$ cat src/icache_pkg.sv
// ----------------------------------------------------------------------
// shared constants and types for the read-only instruction cache
// word and address widths, default geometry, FSM state encodings
// modules pull these in with a wildcard import in their body
// ----------------------------------------------------------------------
`default_nettype none

package icache_pkg;

  // datapath widths
  localparam int XLEN  = 32;
  localparam int ADR_W = 32;

  // default geometry, 2 ways x 16 sets x 4 words = 512 bytes
  localparam int DEF_WAYS       = 2;
  localparam int DEF_SETS       = 16;
  localparam int DEF_LINE_WORDS = 4;

  typedef logic [XLEN-1:0]  word_t;
  typedef logic [ADR_W-1:0] adr_t;

  // lookup / fill / flush controller
  typedef enum logic [1:0] {
    ARMED,    // lookup, ack on hit
    FLUSH,    // valid bits just cleared, re-read pending index
    FILL,     // waiting on refill engine
    RECOVER   // one cycle re-read after the line write
  } ctrl_state_e;

  // bus side of the refill engine
  typedef enum logic [1:0] {
    IDLE,
    WAIT4BUS, // strobe out, waiting for strobe ack
    BURST     // collecting beats
  } refill_state_e;

endpackage

`default_nettype wire

$ cat src/icache_refill.sv
// ----------------------------------------------------------------------
// line refill engine
// issues one strobe per miss, waits for strobe ack, then collects an
// incrementing burst of LINE_WORDS beats into the line buffer
// ----------------------------------------------------------------------
`timescale 1ns/1ps
`default_nettype none

module icache_refill #(
  parameter int LINE_WORDS = icache_pkg::DEF_LINE_WORDS,
  localparam int LINE_W    = LINE_WORDS * icache_pkg::XLEN
) (
  input  logic              clk_i,
  input  logic              rst_ni,
  // controller
  input  logic              fill_req_i,
  input  icache_pkg::adr_t  fill_adr_i,
  output logic              fill_done_o,
  output logic              fill_err_o,
  output logic [LINE_W-1:0] line_o,
  // memory bus
  output logic              bus_stb_o,
  output icache_pkg::adr_t  bus_adr_o,
  input  logic              bus_stb_ack_i,
  input  icache_pkg::word_t bus_q_i,
  input  logic              bus_ack_i,
  input  logic              bus_err_i
);
  import icache_pkg::*;

  localparam int WORD_BITS = $clog2(LINE_WORDS);
  localparam int OFF_W     = WORD_BITS + $clog2(XLEN / 8);

  refill_state_e        state_q;
  logic [WORD_BITS-1:0] beat_cnt_q; // beats still to come after this one
  logic [WORD_BITS-1:0] slot;       // word position of the current beat
  logic                 last_beat;
  logic                 beat;
  adr_t                 bus_adr_q;
  logic [LINE_W-1:0]    line_q;

  assign beat      = (state_q == BURST) & bus_ack_i;
  assign last_beat = beat & (beat_cnt_q == '0);
  assign slot      = WORD_BITS'(LINE_WORDS - 1) - beat_cnt_q; // ascending order

  // ------------------------------------------------------------------
  // bus FSM
  // ------------------------------------------------------------------
  always_ff @(posedge clk_i or negedge rst_ni)
  begin
    if (!rst_ni)
    begin
      state_q    <= IDLE;
      beat_cnt_q <= '0;
    end
    else
    begin
      case (state_q)
        IDLE:
          if (fill_req_i)
          begin
            state_q    <= WAIT4BUS;
            beat_cnt_q <= WORD_BITS'(LINE_WORDS - 1);
          end
        WAIT4BUS:
          if (bus_stb_ack_i)
            state_q <= BURST; // strobe accepted
        BURST:
          if (bus_err_i || last_beat)
            state_q <= IDLE;
          else if (bus_ack_i)
            beat_cnt_q <= beat_cnt_q - 1'b1;
        default: state_q <= IDLE;
      endcase
    end
  end

  // strobe and address held under back-pressure
  always_ff @(posedge clk_i)
  begin
    if (state_q == IDLE && fill_req_i)
      bus_adr_q <= {fill_adr_i[ADR_W-1:OFF_W], OFF_W'(0)}; // line aligned
  end

  assign bus_stb_o = (state_q == WAIT4BUS);
  assign bus_adr_o = bus_adr_q;

  assign fill_done_o = last_beat & ~bus_err_i;
  assign fill_err_o  = (state_q == BURST) & bus_err_i;

  // ------------------------------------------------------------------
  // line assembly
  // ------------------------------------------------------------------
  always_comb
  begin
    line_o = line_q;
    if (beat)
      line_o[slot*XLEN +: XLEN] = bus_q_i; // final beat goes straight through
  end

  always_ff @(posedge clk_i)
  begin
    if (beat)
      line_q <= line_o;
  end

endmodule

`default_nettype wire

$ cat config.mk
export PLATFORM = sky130hd
export DESIGN_NAME = icache_refill
export DESIGN_NICKNAME = d
export VERILOG_FILES = /design/src/icache_pkg.sv /design/src/icache_refill.sv
export SDC_FILE = /design/constraint.sdc
export NUM_CORES = 1
export LEC_CHECK = 0
export BUFFER_PORTS_ARGS = -buffer_cell sky130_fd_sc_hd__buf_2
export CAP_MARGIN = 20
export CORE_MARGIN = 1
export CORE_UTILIZATION = 45
export CTS_CLUSTER_SIZE = 30
export DETAILED_ROUTE_END_ITERATION = 7
export PLACE_DENSITY_LB_ADDON = 0.2
export REMOVE_ABC_BUFFERS = 1
export SYNTH_ARGS = -nofsm -noshare
export SYNTH_HDL_FRONTEND = slang
export SYNTH_SLANG_ARGS = --single-unit
$ cat constraint.sdc
create_clock -name clk_i -period 6.6 [get_ports clk_i]
set_input_delay 1.32 -clock clk_i [delete_from_list [all_inputs] [get_ports clk_i]]
set_output_delay 1.32 -clock clk_i [all_outputs]
set_load 0.005 [all_outputs]
==> reports/metrics.yaml <==
place:
  io_buffers: 224
  dp_hpwl_um: 10400
  dp_slack_ns: 2.09
  gp_congestion: 0.807
logic_synthesis:
  synth_top_area_share_pct: 71.5
  async_reset_ff_share_pct: 2.50
  synth_ff_type: "edfxtp_1"
  synth.cell_area_um2: 6550
  yosysUniqueCellTypes: 31
  ys_seq_elements: 160
  yosysWarnings: 0
  avgSynthCellArea_um2: 15.4
  yosysSeqAreaShare_pct: 73.1
  synth_edf_count: 156
  synth_top_cell_by_area: "edfxtp_1"
  synthTopCellsByArea: "edfxtp_1 72%, a22o_1 13%, nand2_1 3.7%"
  syn_inst: 426
layout:
  finalNetCount: 721
  post-route-util_pct: 60.1
  diodes: 0
  layout-drive-gt1-share_pct: 41.0
  syn2layout_area_growth_pct: 28.9
setup_path:
  cp_data_arrival_time_ns: 3.30
  crit_path_max_fanout: 29
  cpPeakStageDelay_ns: 0.72
  ff2ff_setup_slack_ns: 3.71
  reg2reg_depth: 5
  critPathCaptureType: "output pin"
  r2r_end: "line_q[99]"
  worstReg2RegStart: "beat_cnt_q[0]"
  path_class: "flip-flop to output pin"
  crit_chain: "inv_1, ha_1, or4_4, nor2_4, a22o_1, buf_2"
  critPathLaunchType: "flip-flop"
  critPathRequiredTime_ns: 5.28
  crit_slowest_cell: "nor2_4"
timing:
  setup_violations: 0
  setup_slack_ns: 1.98
  finalCritPeriodShare_pct: 70.0
  rsz0062_at_grt: "false"
  fin_skew_ns: 0.00672
  max_slew_margin_pct: 37.4
  fin_crit_ns: 4.62
  timing.final.max_slew_violations: 0
  tightestPinTransition_ns: 0.938
  hold_viol_final: 0
  max_freq_mhz: 217
cts:
  cts_buffers: 17
  cts.sinks: 160
  h-tree-depth: 4
  clockBufferDepth: 2
  cts.repair.resized: 0
  hold_buffers: 0
  clock_tree.root_cell: "clkbuf_16"
  path_clk_slew_ns: 0.06
  tritoncts: "yes"
  insertion_delay_ns: 0.42
  cts_setup_buffers: 0
global_routing:
  antenna_found_initial: 0
  grt_max_degree: 73
  grt_usage_pct: 22.2
  grt_pass1_wl_um: 24600
  overflow: 0
  first_global_vias: 4567
routing:
  drc: 0
  vias: 4629
  drtAntennaViolNets: 0
  vias_per_cell: 5.52
  post_drt_wl_per_cell_um: 19.7
  drtPass1Iterations: 5
  drt_iter0_drc: 438
  wirelength_um: 16500
flow_run:
  maxCapViolations: 0
min_path:
  hp-class: "flip-flop to flip-flop"
  min_from: "line_q[4]"
  min_to: "line_q[4]"
  whs_path_depth: 2
floorplan:
  fp.dieW_um: 123
  std_cell_rows: 43
  coreArea_um2: 14000
  die_area_um2: 15000
  io_pins: 233
  initial_core_util_pct: 46.6
  die_h_um: 123
power_and_ir_drop:
  cellLeakagePower_nw: 3.43
  p_total_mw: 3.14
  ir_drop_uv: 206
  power_density_nw_per_um2: 372
run_status:
  status: "finished clean"
-- how the worst max path moves through the flow --
stage,from,endpoint,cells after the start
after floorplan,bus_ack_i,line_q[0],2
after global placement,bus_ack_i,line_o[82],6
after detailed placement,bus_ack_i,line_o[66],6
after CTS,beat_cnt_q[0],line_o[99],6
after global routing,beat_cnt_q[0],line_o[99],6
final,beat_cnt_q[0],line_o[99],6
-- cells in the final DEF, fill, tap and decap left out, drive strengths merged, types with 2 or more instances in the layout --
master and n:
buf 234, edfxtp 156, a22o 96, nand2 65
o21ai 32, clkbuf 19, clkinv 6, ha 5
bufinv 5, inv 5, conb 4, dfrtp 4
nor2 4, nand4b 4, nor2b 3, a211oi 3
nor4 3, nor3b 2
-- sequential cells by signal (all words and copies together) (netlist names) --
signal	flops
bus_adr_o	28
line_q	128
state_q	2
beat_cnt_q	2
-- layout make-up --
cell class | count | area, µm²
fill | 1133 | 5600
multi-input combinational | 229 | 1600
sequential | 160 | 4780
clock buffer | 19 | 433
timing repair buffer | 234 | 1200
clock inverter | 12 | 190
inverter | 4 | 15.0
tap | 180 | 225
-- metrics by stage --
stage	TNS, ns	instances	cell area, µm²	hold WS (ns)
finish	0	838	8440	0.564
global route	0	838	8440	0.590
global placement	0	807	7820	0.544
CTS	0	838	8440	0.568
detailed placement	0	807	7820	0.553
floorplan	-90.32	393	6370	0.568
-- power breakdown --
| part | switching [mW] | internal [mW] | total [mW] |
|---|---|---|---|
| clock network | 0.387 | 0.666 | 1.05 |
| registers | 0.0666 | 1.32 | 1.39 |
| logic | 0.430 | 0.263 | 0.693 |
-- synth_stat cells, types with 2 or more instances --
master,count
edfxtp_1,156
a22o_1,96
nand2_1,65
o21ai_0,32
clkbuf_1,20
buf_2,9
ha_1,5
buf_4,4
dfrtp_1,4
inv_1,4
a211oi_1,3
buf_6,3
nor2_1,3
nor2b_1,3
nand4b_2,2
nor3b_1,2
-- routing by layer --
metal  vias to the layer above  track usage, %  share of wire, %
li1                       2124               -                 -
met1                      2298            28.4                43
met2                       194            35.7                49
met3                        13            6.46               7.1
met4                         0            8.16               1.4
met5                         -               0                 0
-- critical path: cells and delay by family (launching register included) --
kind,cells,cell delay [ns]
compound gates,1,0.29
fa+ha+maj,1,0.42
buf+inv,2,0.32
flops,1,0.60
simple gates,2,1.24
-- cell families after synthesis --
group           synth area share, %
simple gates                   6.84
other cells                  0.0573
buf+inv                        3.04
fa+ha+maj                     0.955
flops                          73.1
compound gates                 16.0
Note: power is estimated with default switching activity, not from simulation.
