`src/icache_pkg.sv`:
```
// ----------------------------------------------------------------------
// shared constants and types for the read-only instruction cache
// word and address widths, default geometry, FSM state encodings
// modules pull these in with a wildcard import in their body
// ----------------------------------------------------------------------
`default_nettype none

package icache_pkg;

  // datapath widths
  localparam int XLEN  = 32;
  localparam int ADR_W = 32;

  // default geometry, 2 ways x 16 sets x 4 words = 512 bytes
  localparam int DEF_WAYS       = 2;
  localparam int DEF_SETS       = 16;
  localparam int DEF_LINE_WORDS = 4;

  typedef logic [XLEN-1:0]  word_t;
  typedef logic [ADR_W-1:0] adr_t;

  // lookup / fill / flush controller
  typedef enum logic [1:0] {
    ARMED,    // lookup, ack on hit
    FLUSH,    // valid bits just cleared, re-read pending index
    FILL,     // waiting on refill engine
    RECOVER   // one cycle re-read after the line write
  } ctrl_state_e;

  // bus side of the refill engine
  typedef enum logic [1:0] {
    IDLE,
    WAIT4BUS, // strobe out, waiting for strobe ack
    BURST     // collecting beats
  } refill_state_e;

endpackage

`default_nettype wire

```
`src/icache_ctrl_fsm.sv`:
```
// ----------------------------------------------------------------------
// cache controller
// tracks the one outstanding fetch, runs lookup / fill / flush,
// drives the array read index and the tag/data write strobes
// ----------------------------------------------------------------------
`timescale 1ns/1ps
`default_nettype none

module icache_ctrl_fsm #(
  parameter int WAYS       = icache_pkg::DEF_WAYS,
  parameter int SETS       = icache_pkg::DEF_SETS,
  parameter int LINE_WORDS = icache_pkg::DEF_LINE_WORDS,
  localparam int IDX_W     = $clog2(SETS),
  localparam int TAG_W     = icache_pkg::ADR_W - IDX_W - $clog2(LINE_WORDS)
                             - $clog2(icache_pkg::XLEN / 8)
) (
  input  logic             clk_i,
  input  logic             rst_ni,
  // fetch side
  input  logic             mem_req_i,
  input  icache_pkg::adr_t mem_adr_i,
  output logic             mem_ack_o,
  output logic             mem_err_o,
  input  logic             flush_i,
  // lookup and replacement
  input  logic [WAYS-1:0]  hit_i,
  input  logic [WAYS-1:0]  victim_i,
  // refill engine
  output logic             fill_req_o,
  output icache_pkg::adr_t fill_adr_o,
  input  logic             fill_done_i,
  input  logic             fill_err_i,
  output logic             filling_o,
  // array control
  output logic [IDX_W-1:0] rd_idx_o,
  output logic [IDX_W-1:0] wr_idx_o,
  output logic [WAYS-1:0]  tag_we_o,
  output logic [WAYS-1:0]  dat_we_o,
  output logic [TAG_W-1:0] tag_o,
  output logic             flush_clr_o
);
  import icache_pkg::*;

  localparam int OFF_W = $clog2(LINE_WORDS) + $clog2(XLEN / 8);

  ctrl_state_e      state_q;
  ctrl_state_e      state_d;
  logic             req_q;        // request sampled, not yet answered
  adr_t             adr_q;        // its address
  logic             flush_hold_q; // flush seen while busy
  logic             flush_pend;
  logic             hit;
  logic             wr_line;
  logic [WAYS-1:0]  victim_q;
  logic [IDX_W-1:0] fill_idx_q;
  logic [TAG_W-1:0] fill_tag_q;

  assign hit        = |hit_i;
  assign flush_pend = flush_i | flush_hold_q;

  // ------------------------------------------------------------------
  // requester handshake
  // ------------------------------------------------------------------
  assign mem_ack_o = (state_q == ARMED) & req_q & hit; // lookup was done last edge
  assign mem_err_o = (state_q == FILL) & fill_err_i;

  always_ff @(posedge clk_i or negedge rst_ni)
  begin
    if (!rst_ni)
      req_q <= 1'b0;
    else
      req_q <= mem_req_i | (req_q & ~(mem_ack_o | mem_err_o)); // next may start on the response
  end

  always_ff @(posedge clk_i)
  begin
    if (mem_req_i)
      adr_q <= mem_adr_i; // requester keeps it stable until answered
  end

  // flush only acts in ARMED, otherwise wait for it
  assign flush_clr_o = (state_q == ARMED) & flush_pend;

  always_ff @(posedge clk_i or negedge rst_ni)
  begin
    if (!rst_ni)
      flush_hold_q <= 1'b0;
    else
      flush_hold_q <= flush_pend & ~flush_clr_o;
  end

  // ------------------------------------------------------------------
  // lookup / fill / flush FSM
  // ------------------------------------------------------------------
  always_comb
  begin
    state_d = state_q;
    case (state_q)
      ARMED:
        if (flush_pend)
          state_d = FLUSH;
        else if (req_q && !hit)
          state_d = FILL;
      FLUSH:   state_d = ARMED;
      FILL:
        if (fill_done_i || fill_err_i)
          state_d = RECOVER; // re-read before serving again
      RECOVER: state_d = ARMED;
      default: state_d = ARMED;
    endcase
  end

  always_ff @(posedge clk_i or negedge rst_ni)
  begin
    if (!rst_ni)
      state_q <= ARMED;
    else
      state_q <= state_d;
  end

  assign filling_o  = (state_q == FILL);
  assign fill_req_o = (state_q == ARMED) & req_q & ~hit & ~flush_pend;
  assign fill_adr_o = adr_q;

  // victim way and line tag fixed for the whole fill
  always_ff @(posedge clk_i or negedge rst_ni)
  begin
    if (!rst_ni)
      victim_q <= '0;
    else if (fill_req_o)
      victim_q <= victim_i;
  end

  always_ff @(posedge clk_i)
  begin
    if (fill_req_o)
    begin
      fill_idx_q <= adr_q[OFF_W +: IDX_W];
      fill_tag_q <= adr_q[ADR_W-1 -: TAG_W];
    end
  end

  // ------------------------------------------------------------------
  // array control
  // ------------------------------------------------------------------
  // pending address outside ARMED, so RECOVER/FLUSH re-read the right set
  assign rd_idx_o = (state_q != ARMED && req_q) ? adr_q[OFF_W +: IDX_W]
                                                : mem_adr_i[OFF_W +: IDX_W];

  assign wr_line  = filling_o & fill_done_i; // nothing written on error
  assign tag_we_o = victim_q & {WAYS{wr_line}};
  assign dat_we_o = victim_q & {WAYS{wr_line}};
  assign wr_idx_o = fill_idx_q;
  assign tag_o    = fill_tag_q;

endmodule

`default_nettype wire

```
`config.mk`:
```
export PLATFORM = sky130hd
export DESIGN_NAME = icache_ctrl_fsm
export DESIGN_NICKNAME = d
export VERILOG_FILES = /design/src/icache_pkg.sv /design/src/icache_ctrl_fsm.sv
export SDC_FILE = /design/constraint.sdc
export NUM_CORES = 1
export LEC_CHECK = 0
export BUFFER_PORTS_ARGS = -buffer_cell sky130_fd_sc_hd__buf_2
export CAP_MARGIN = 25
export CORE_ASPECT_RATIO = 0.9
export CORE_MARGIN = 4
export CORE_UTILIZATION = 25
export CTS_CLUSTER_DIAMETER = 50
export DETAILED_ROUTE_END_ITERATION = 10
export HOLD_SLACK_MARGIN = 0.08
export PLACE_DENSITY_LB_ADDON = 0.05
export SLEW_MARGIN = 0
export SYNTH_ARGS = -nofsm -noshare
export SYNTH_HDL_FRONTEND = slang
export SYNTH_SLANG_ARGS = --single-unit
```
`constraint.sdc`:
```
create_clock -name clk_i -period 2.1 [get_ports clk_i]
set_input_delay 0.42 -clock clk_i [delete_from_list [all_inputs] [get_ports clk_i]]
set_output_delay 0.42 -clock clk_i [all_outputs]
set_load 0.02 [all_outputs]
```
==> results.yml <==
run_status:
  result_of_the_run: "completed"
clock_network:
  clock_tree_from_tritoncts: "done"
  clk-insertion-delay-late_ps: 330
  clock_sink_count: 66
  cts_h_tree_depth: 3
  cts_buffers: 9
  ctsRootBufferMaster: "sky130_fd_sc_hd__clkbuf_8"
  clk_path_buf_depth: 2
  setup_buffers_after_cts: 0
  cts.reportedPaths.clkPinSlew_ps: 70
routing:
  detail_route.iter0.violations: 35
  drcViolationCount: 0
  route.vias.total: 1338
  first_pass_iters: 4
  post_drt_wl_per_cell_um: 14.6
  postRouteWirelength_um: 5020
  final_antenna_net_count: 0
  via_density_per_instance: 3.90
power_and_ir_drop:
  vdd.ir_drop.worst_uv: 326
  cellLeakagePower_nw: 1.30
  pwr_density_cell_nw_per_um2: 1000
timing:
  fin_skew_ps: 5.18
  final_max_slew_viol_count: 0
  grt_setup_unrepaired: "no"
  totalNegativeSetupSlack_ps: 0
  max_clock_freq_mhz: 505
  hold_viol: 0
  timing.final.crit_period_ps: 1980
  relSlewSlack_pct: 71.0
  worst_slew_pin_slew_ps: 434
  setup_viol: 0
  fin_crit_sh_pct: 94.2
synth:
  area_share_of_the_largest_cell_type_after_synthesis_pct: 83.1
  yosysWarningCount: 0
  post-synth-top-area-cell: "sky130_fd_sc_hd__edfxtp_1"
  syn-mean-instance-area_um2: 22.3
  ys_seq_area_share_pct: 90.1
  synth.cell_area_um2: 2170
  ys_types: 18
  syn_nets: 139
  synthesis.instances: 97
  synth_area_leaders: "sky130_fd_sc_hd__edfxtp_1, sky130_fd_sc_hd__dfrtp_1, sky130_fd_sc_hd__mux2_2"
  postSynthRegisterBits: 66
hold_path:
  hold_path_class: "input pin to flip-flop"
cells_and_area:
  area.sequential_um2: 1950
  num-nets-final: 266
  antenna_cells: 0
  fraction_of_final_layout_cells_sized_beyond_drive_strength_1_pct: 59.2
  multi_input_logic_area_um2: 200
  final_cell_area_um2: 3060
  synthToLayoutAreaGrowth_pct: 41.1
  layout.filler_cells: 819
floorplan:
  number_of_primary_i_o_pins: 115
  die_x_um: 106
  coreArea_um2: 8260
  floorplan.die.height_um: 96.3
  initial_core_util_pct: 26.2
  design.die.area_um2: 10200
  num_rows: 31
global_routing:
  number_of_global_route_vias_before_repair: 1404
  grt_pass1_wl_um: 7030
  grt_remaining_overflow: 0
  grt_max_degree: 19
  number_of_antenna_violations_at_the_first_check_in_global_routing: 0
  grtUsageTotal_pct: 9.48
setup_path:
  worst_path_max_delay_cell: "sky130_fd_sc_hd__dfrtp_1"
  startpoint_type: "flip-flop"
  critical_path_required_ps: 1680
  worst_path_largest_cell_delay_ps: 480
  critical_path.endpoint_type: "primary output"
  timing.critical_path.cells: "o21ai_4, mux2_2, buf_2"
  critical_setup_path_class: "flip-flop to primary output"
  critical_path_arrival_ps: 1560
  worst-path-max-fanout: 7
job:
  max_cap_viol_count: 0
placed_design:
  finalWeightedCongestion: 0.691
  postPlaceCellArea_um2: 2890
  portBuffers: 114
  post-dp-hpwl_um: 3830
## metrics by stage
stage	utilization [%]	hold WS (ps)	power, mW	std cells	worst slack [ps]
after floorplan	-	124	2.01	97	210
after global placement	35.0	250	2.23	327	346
after detailed placement	35.0	254	2.24	327	317
after CTS	36.9	240	3.11	343	49.3
after global routing	37.0	235	3.22	343	7.28
final	37.0	263	3.06	343	121
## state kept, by name, indices dropped and copies added, names as in the netlist
name,count
fill_adr_o,32
flush_hold_q,1
req_q,1
state_q,2
tag_o,24
victim_q,2
wr_idx_o,4
## cell usage after synthesis (all sizes together)
cell type  instances
nor2b              2
dfrtp              6
and3b              1
a31oi              1
nor2               7
inv                2
nor3               3
a211oi             1
buf                2
nand4              1
mux2               6
edfxtp            60
and3               2
nor4               1
and2               1
o21ai              1
## final cells by class
class / instances / area share, %
sequential: 66 / 63.8
multi-input combinational: 27 / 6.55
clock buffer: 11 / 4.30
timing repair buffer: 118 / 19.7
inverter: 2 / 0.245
tap: 115 / 4.71
clock inverter: 4 / 0.655
## path summary, 6_finish.rpt
path	start	end	slack, ps	cells after the start
max	state_q[0]$_DFFE_PN0P_	rd_idx_o[3]	120	3
min	mem_adr_i[1]	fill_adr_o[1]$_DFFE_PP_	260	1
max reg2reg	state_q[0]$_DFFE_PN0P_	wr_idx_o[1]$_DFFE_PP_	510	4
min reg2reg	fill_adr_o[28]$_DFFE_PP_	tag_o[20]$_DFFE_PP_	440	0
max in group asynchronous	rst_ni	victim_q[0]$_DFFE_PN0P_	1510	2
min in group asynchronous	rst_ni	state_q[0]$_DFFE_PN0P_	440	2
## logic make-up after synthesis
| logic type | synth area share [%] |
|---|---|
| buffers and inverters | 1.04 |
| flip-flops | 90.1 |
| AND/OR/NAND/NOR | 4.73 |
| AO/OA/AOI/OAI | 1.04 |
| multiplexers | 3.12 |
## repair_timing
action,in CTS,in global routing
endpoints found under the hold margin,6,0
endpoints found under the setup margin,0,2
hold buffers,1,0
gates resized for setup,0,1
## placed cells by master (no fill, tap or decap), types with 2 or more instances in the layout
cell and n:
sky130_fd_sc_hd__buf_4 3, sky130_fd_sc_hd__clkbuf_1 2, sky130_fd_sc_hd__nor3_1 3, sky130_fd_sc_hd__inv_1 2
sky130_fd_sc_hd__edfxtp_1 60, sky130_fd_sc_hd__mux2_2 4, sky130_fd_sc_hd__nor2b_1 2, sky130_fd_sc_hd__clkbuf_8 9
sky130_fd_sc_hd__dfrtp_1 6, sky130_fd_sc_hd__nor2_1 6, sky130_fd_sc_hd__clkinv_1 2, sky130_fd_sc_hd__mux2_1 2
sky130_fd_sc_hd__buf_2 114, sky130_fd_sc_hd__and3_1 2
## layer usage
metal	vias to the layer above	part of all wire, %	track usage, %	routed length (um)
met4	0	1.5	4.53	76
met2	71	49	15.5	2460
met5	-	0	0	0
met1	634	39	9.93	1940
met3	8	11	5.50	550
li1	625	-	-	-
## where the power goes
part,internal (mW),switching (mW)
clock network,0.412,0.435
registers,1.58,0.0941
logic,0.211,0.332
total,2.20,0.861
## critical path: cells and delay by family, from the launching register on
family,cells,cell delay [ps]
DFF,1,480
muxes,1,350
AOI/OAI and AO/OA,1,240
buffers and inverters,1,160
Note: power is estimated with default switching activity, not from simulation.
