<file path="src/icache_pkg.sv">
// ----------------------------------------------------------------------
// shared constants and types for the read-only instruction cache
// word and address widths, default geometry, FSM state encodings
// modules pull these in with a wildcard import in their body
// ----------------------------------------------------------------------
`default_nettype none

package icache_pkg;

  // datapath widths
  localparam int XLEN  = 32;
  localparam int ADR_W = 32;

  // default geometry, 2 ways x 16 sets x 4 words = 512 bytes
  localparam int DEF_WAYS       = 2;
  localparam int DEF_SETS       = 16;
  localparam int DEF_LINE_WORDS = 4;

  typedef logic [XLEN-1:0]  word_t;
  typedef logic [ADR_W-1:0] adr_t;

  // lookup / fill / flush controller
  typedef enum logic [1:0] {
    ARMED,    // lookup, ack on hit
    FLUSH,    // valid bits just cleared, re-read pending index
    FILL,     // waiting on refill engine
    RECOVER   // one cycle re-read after the line write
  } ctrl_state_e;

  // bus side of the refill engine
  typedef enum logic [1:0] {
    IDLE,
    WAIT4BUS, // strobe out, waiting for strobe ack
    BURST     // collecting beats
  } refill_state_e;

endpackage

`default_nettype wire

</file>
<file path="src/icache_victim_lfsr.sv">
// ----------------------------------------------------------------------
// pseudo-random replacement
// 20-bit XNOR LFSR, stepped every cycle outside a fill, low bits
// decoded to a one-hot victim way
// ----------------------------------------------------------------------
`timescale 1ns/1ps
`default_nettype none

module icache_victim_lfsr #(
  parameter int WAYS = icache_pkg::DEF_WAYS
) (
  input  logic            clk_i,
  input  logic            rst_ni,
  input  logic            filling_i,
  output logic [WAYS-1:0] victim_o
);

  localparam int WAY_W = (WAYS > 1) ? $clog2(WAYS) : 1;

  logic [19:0] lfsr_q; // all zero is a legal XNOR state

  always_ff @(posedge clk_i or negedge rst_ni)
  begin
    if (!rst_ni)
      lfsr_q <= '0;
    else if (!filling_i)
      lfsr_q <= {lfsr_q[18:0], lfsr_q[19] ~^ lfsr_q[16]}; // taps 20,17
  end

  // modulo keeps non power of two way counts in range
  assign victim_o = WAYS'(1) << (lfsr_q[WAY_W-1:0] % WAYS);

endmodule

`default_nettype wire

</file>
<file path="config.mk">
export PLATFORM = sky130hd
export DESIGN_NAME = icache_victim_lfsr
export DESIGN_NICKNAME = d
export VERILOG_FILES = /design/src/icache_pkg.sv /design/src/icache_victim_lfsr.sv
export SDC_FILE = /design/constraint.sdc
export NUM_CORES = 1
export LEC_CHECK = 0
export ABC_CLOCK_PERIOD_IN_PS = 1800
export BUFFER_PORTS_ARGS = -buffer_cell sky130_fd_sc_hd__buf_2
export CORE_AREA = 4 4 41 43
export DETAILED_ROUTE_END_ITERATION = 8
export DIE_AREA = 0 0 45 47
export PLACE_DENSITY = 0.75
export SLEW_MARGIN = 20
export SYNTH_ARGS = -nofsm -noshare
export SYNTH_HDL_FRONTEND = slang
export SYNTH_SLANG_ARGS = --single-unit
</file>
<file path="constraint.sdc">
create_clock -name clk_i -period 1.8 [get_ports clk_i]
set_clock_uncertainty 0.2 [all_clocks]
set_input_delay 0.36 -clock clk_i [delete_from_list [all_inputs] [get_ports clk_i]]
set_output_delay 0.36 -clock clk_i [all_outputs]
set_load 0.02 [all_outputs]
</file>
==> summary.txt, run 1 <==
GP Congestion: 0.699
clk slew on worst S/H paths: 0.11 ns
Synth area leader: dfrtp_1
vias post-DR: 344
DR WL/cell: 14.2 microns
Clock power frac: 18.5%
final setup fails: 0
Critical Path Start Type: register
max FFs per register: 20
cell with the most instances after synthesis: dfrtp_1
final antenna-violating net count: 0
Seq cells post-synth: 20
Initial Util: 58.7%
crit end category: output port
Worst Max-Slew Pin Slew: 0.424 ns
TritonCTS Buffers: 3
HP Class: in -> async
hold_ws: 0.310 ns
status: finished clean
first-pass GRT wire length: 1680 microns
share of layout cells above drive strength 1: 49.1%
Root Buffer: clkbuf_4
Critical Path Slowest Stage Cell: dfrtp_1
Async S/R FF share, synth: 100%
fin util: 62.9%
Layout Nets: 57
NetSw: 366 uW
Biggest register: lfsr_q
critical path cell sequence: inv_1 -> buf_2
Core Region: 0.00130 sq mm
via count of the first global-routing pass: 364
Cells after Synth: 47
IO Count: 5
Die W: 45 microns
Final Hold Fails: 0
Distinct cells, synth: 8
period utilization: 82.6%
Skew-Pair Late Insertion Delay: 0.30 ns
Mean Syn Cell Area: 16.2 sq um
top_reg_cell synth: dfrtp_1
H-tree Lvls: 1
Net Sw Frac: 27.2%
RSZ-0062 raised after global routing: false
synth-to-layout area growth: 7.21%
top post-synthesis cells by area: dfrtp_1 (66%), mux2_2 (27%), buf_6 (3.0%)
Max Transition Viols Final: 0
WS Path Type: reg -> out
WP buf/inv: 2
Max Root-Sink Buffers: 2
Relative slew margins: 71.7%
vias per cell: 5.06
post-synth net total: 50
Post-synth EDFFs: 0
Logic pwr share: 23.5%
CP Max Fanout: 3
Worst IR Drop VDD: 0.000893 V
Tmin final: 1.49 ns
largest net degree at the start of global routing: 23
all-layer global routing usage: 12.0%
Int Power: 979 uW
Iter 0 DRT Violations: 0
# diodes: 0
number of gates resized after CTS: 0
die area: 0.00212 sq mm
Critical Path AT: 0.93 ns
PwrDens: 1640 mW/mm^2
CP required: 1.24 ns
initial antenna violation count: 0
Overflow after GRT: 0
fmax: 0.673 GHz
Sink Count: 20
sequential fraction of the synthesis area: 65.6%
number of max-cap violations: 0
Fill cells: 102
leakage: 0.000376 uW
Pre-antenna DRT Iters: 1
Ys Warns: 0
Yosys top cell area share: 65.6%
PortBufs: 4
Largest regs: lfsr_q: 20 flops
CTS tree: done
Post-CTS Setup Inserts: 0
final WL: 965 microns
Flop pwr share: 58.0%
DRC viols: 0
top cells by count, synth: dfrtp_1 (20), mux2_2 (18), buf_6 (2), nand2_1 (2), o21ai_0 (2)
final setup TNS: 0 ns
number of cell rows: 13
CP max stage delay: 0.41 ns
synthesized cell area: 763 sq um
Crit path max-delay family: flip-flops
die height: 47 microns
[repair_timing]
| action | in CTS | in global routing |
|---|---|---|
| endpoints found under the setup margin | 0 | 0 |
| hold buffers | 1 | 0 |
| hold endpoints to repair | 20 | 0 |
[worst register-to-register path: stages (launching register included)]
cell     delay [ns]
dfrtp_1        0.41
xor2_1         0.16
o21ai_0        0.18
[final timing paths]
path,slack [ns],depth (start not counted),end,startpoint
min in group clk_i,0.31,1,lfsr_q[7],lfsr_q[7]
hold reg to reg,0.31,1,lfsr_q[7],lfsr_q[7]
setup reg to reg,0.76,2,lfsr_q[0],lfsr_q[16]
hold / removal,0.31,2,lfsr_q[9],rst_ni
max in group asynchronous,0.79,2,lfsr_q[5],rst_ni
setup / recovery,0.31,2,victim_o[0],lfsr_q[0]
[metrics by stage]
step	power [uW]	setup WS, ns	area (sq um)	instances
2_1_floorplan	1020	0.683	763	47
3_3_place_gp	1060	0.404	772	63
3_5_place_dp	1110	0.348	772	63
4_1_cts	1360	0.296	818	68
5_1_grt	1440	0.244	818	68
6_report	1340	0.314	818	68
[cell type report]
class / count / area [sq um] / area share, %
flip-flops and latches: 20 / 500 / 61.2
multi-input cells: 23 / 229 / 28.0
clock buffers: 4 / 36.3 / 4.43
repair buffers: 5 / 30.0 / 3.67
well taps: 15 / 18.8 / 2.29
inverters: 1 / 3.75 / 0.459
[power by group through the flow]
stage / Combinational (uW) / Clock (uW) / Sequential [uW]
4_1_cts: 324 / 256 / 784
2_1_floorplan: 270 / 0 / 751
3_3_place_gp: 292 / 0 / 771
5_1_grt: 352 / 280 / 809
3_5_place_dp: 319 / 0 / 795
6_report: 315 / 249 / 781
[cells by family (layout without fill, tap and decap cells)]
| family | after synthesis | count (layout) | share of synthesized area [%] |
|---|---|---|---|
| buffers and inverters | 4 | 10 | 4.43 |
| DFF | 20 | 20 | 65.6 |
| AOI/OAI and AO/OA | 2 | 2 | 1.31 |
| and+or+nand+nor | 2 | 2 | 0.984 |
| muxes | 18 | 18 | 26.6 |
| xor gates and xnor gates | 1 | 1 | 1.15 |
[cells in the final DEF, fill, tap and decap left out]
cell type	synthesis	final
dlygate4sd3_1	0	1
inv_1	1	1
xor2_1	1	1
buf_2	0	4
o21ai_0	2	2
nand2_1	2	2
mux2_2	18	18
dfrtp_1	20	20
clkbuf_8	0	1
clkbuf_4	0	3
[layer usage]
| metal | GRT usage, % | wire length (microns) |
|---|---|---|
| met5 | 0 | 0 |
| met4 | 10.5 | 34 |
| met3 | 2.30 | 31 |
| met2 | 18.6 | 440 |
| met1 | 14.3 | 458 |
Power figures use the tool's default switching activity.
==> run 2, diff against run 1 <==
--- a/config.mk
+++ b/config.mk
@@ -5,12 +5,12 @@
 export SDC_FILE = /design/constraint.sdc
 export NUM_CORES = 1
 export LEC_CHECK = 0
-export ABC_CLOCK_PERIOD_IN_PS = 1800
+export ABC_CLOCK_PERIOD_IN_PS = 1260
 export BUFFER_PORTS_ARGS = -buffer_cell sky130_fd_sc_hd__buf_2
-export CORE_AREA = 4 4 41 43
+export CORE_MARGIN = 4
+export CORE_UTILIZATION = 50
 export DETAILED_ROUTE_END_ITERATION = 8
-export DIE_AREA = 0 0 45 47
-export PLACE_DENSITY = 0.75
+export PLACE_DENSITY = 0.69
 export SLEW_MARGIN = 20
 export SYNTH_ARGS = -nofsm -noshare
 export SYNTH_HDL_FRONTEND = slang
==> constraint.sdc (replaced) <==
create_clock -name clk_i -period 1.26 [get_ports clk_i]
set_clock_uncertainty 0.2 [all_clocks]
set_input_delay 0.252 -clock clk_i [delete_from_list [all_inputs] [get_ports clk_i]]
set_output_delay 0.252 -clock clk_i [all_outputs]
set_load 0.02 [all_outputs]
==> run 2 against run 1 <==
The flow now finishes with violations (negative setup slack). Routed wire length up 4.7%. First-iteration DRC count is 1 higher. Via count increased by 6.1%. Clock power rose by 11%. Register-to-register slack worse by 0.55 ns. Critical path depth did not move. Count of clock-buffer cells in the layout decreased by 1. Combinational power grew 53%. Die area increased by 4.8%. Critical path type unchanged. Critical endpoint unchanged.
==> summary.txt, run 2 (synthesis gave the netlist of run 1 again) <==
die height: 47.1 microns (+0.15%)
Worst Max-Slew Pin Slew: 0.423 ns (-0.000793 ns)
final antenna-violating net count: 0 (unchanged)
Worst IR Drop VDD: 0.00151 V (+69%)
Reg2Reg Depth: 2 (unchanged)
vias per cell: 5.37 (+6.1%)
# diodes: 0 (unchanged)
hold_ws: 0.159 ns (-0.151 ns)
WS Path Type: reg -> out
share of layout cells above drive strength 1: 50.9% (+1.9 points)
final setup TNS: -0.132 ns (-0.132 ns)
fin util: 60.8% (-2.1 points)
FF-to-FF End: lfsr_q[0]
dpl hpwl: 737 microns
GP Congestion: 0.695 (-0.57%)
H-tree Lvls: 1 (unchanged)
pre-CTS setup slack: 0.0653 ns (-0.283 ns)
synth-to-layout area growth: 8.85%
final WL: 1010 microns (+4.7%)
RR Startpoint: lfsr_q[16]
fmax: 0.752 GHz
Largest regs: lfsr_q: 20 flops
Sink Count: 20 (unchanged)
worst setup margin: -0.0696 ns (-0.383 ns)
Hold Path Stages: 3
number of cell rows: 13 (unchanged)
crit end category: output port
Fill cells: 111 (+8.8%)
PwrDens: 2270 mW/mm^2 (+38%)
most frequent cells in the layout: dfrtp_1 (20), mux2_2 (18), clkbuf_4 (3), buf_2 (3)
Die W: 47.1 microns (+4.6%)
clk slew on worst S/H paths: 0.10 ns (about the same)
Initial Util: 55.9% (-2.8 points)
number of max-cap violations: 0 (unchanged)
Biggest register: lfsr_q
PortBufs: 4 (unchanged)
HP Class: in -> reg
Critical Path AT: 0.88 ns (-0.05 ns)
final setup fails: 2 (+2)
TritonCTS Buffers: 3 (unchanged)
Worst Hold End: lfsr_q[1]
failing checks: negative setup slack
Relative slew margins: 71.8% (about the same)
Skew-Pair Late Insertion Delay: 0.28 ns (-0.02 ns)
Core Region: 0.00137 sq mm (+5.0%)
Pre-antenna DRT Iters: 4 (+3)
period utilization: 106%
setup slack, reg-to-reg: 0.21 ns (-0.55 ns)
IO Count: 5 (unchanged)
CP required: 0.81 ns (-0.43 ns)
initial antenna violation count: 0 (unchanged)
Max Root-Sink Buffers: 2 (unchanged)
Root Buffer: clkbuf_4
die area: 0.00222 sq mm (+4.8%)
leakage: 0.000380 uW (+0.95%)
DR WL/cell: 14.9 microns (+4.7%)
via count of the first global-routing pass: 422 (+16%)
first-pass GRT wire length: 1900 microns (+13%)
CTS tree: done
Critical Path Start Type: register
vias post-DR: 365 (+6.1%)
Overflow after GRT: 0 (unchanged)
CP Max Fanout: 3 (unchanged)
Hold Path Origin: filling_i
status: finished with violations
Tmin final: 1.33 ns
Iter 0 DRT Violations: 1 (+1)
Layout Nets: 58 (+1.8%)
largest net degree at the start of global routing: 23 (unchanged)
DRC viols: 0 (unchanged)
max FFs per register: 20 (unchanged)
Max Transition Viols Final: 0 (unchanged)
RSZ-0062 raised after global routing: true
most common cell after layout, fill and taps aside: dfrtp_1
Power, Total: 1890 uW (+40%)
Final Hold Fails: 0 (unchanged)
all-layer global routing usage: 12.4% (+0.43 points)
==> run 2: worst max-delay path by stage <==
stage                  endpoint  slack [ns]       from  cells after the start
floorplan            lfsr_q[10]        0.25  filling_i                      2
global placement      lfsr_q[2]        0.09  filling_i                      3
detailed placement    lfsr_q[5]        0.07  filling_i                      3
CTS                 victim_o[0]       -0.08  lfsr_q[0]                      2
global route        victim_o[0]       -0.13  lfsr_q[0]                      2
finish              victim_o[0]       -0.07  lfsr_q[0]                      2
==> run 2: power by group <==
group | internal, uW | switching (uW) | total, uW
registers | 954 | 174 | 1130
clock network | 111 | 165 | 276
logic | 295 | 187 | 482
==> run 2: layer usage <==
layer  vias to the layer above  part of all wire (%)  track usage [%]
met3                         0                   4.2             3.45
met2                         6                    51             20.3
met1                       188                    44             15.4
met5                         -                     0                0
met4                         0                     0             5.52
li1                        171                     -                -
==> run 2: layout make-up <==
class | instances | area, sq um | share of cell area (%)
clock buffer | 3 | 22.5 | 2.71
inverter | 1 | 3.75 | 0.452
multi-input combinational | 23 | 229 | 27.6
sequential | 20 | 500 | 60.2
tap | 15 | 18.8 | 2.26
timing repair buffer | 6 | 56.3 | 6.78
==> run 2: repair_timing <==
item,4_1_cts,5_1_grt
hold buffers,1,0
hold endpoints to repair,20,0
setup buffers,0,0
setup endpoints to repair,2,2
resized for setup,3,0
==> run 2: per-stage QoR <==
| stage | instance area [sq um] | cells |
|---|---|---|
| floorplan | 763 | 47 |
| global placement | 792 | 64 |
| detailed placement | 792 | 64 |
| CTS | 831 | 68 |
| global route | 831 | 68 |
| finish | 831 | 68 |
==> run 2: critical path: stages (launching register included) <==
cell	delay, ns
dfrtp_1	0.42
inv_2	0.07
buf_6	0.11
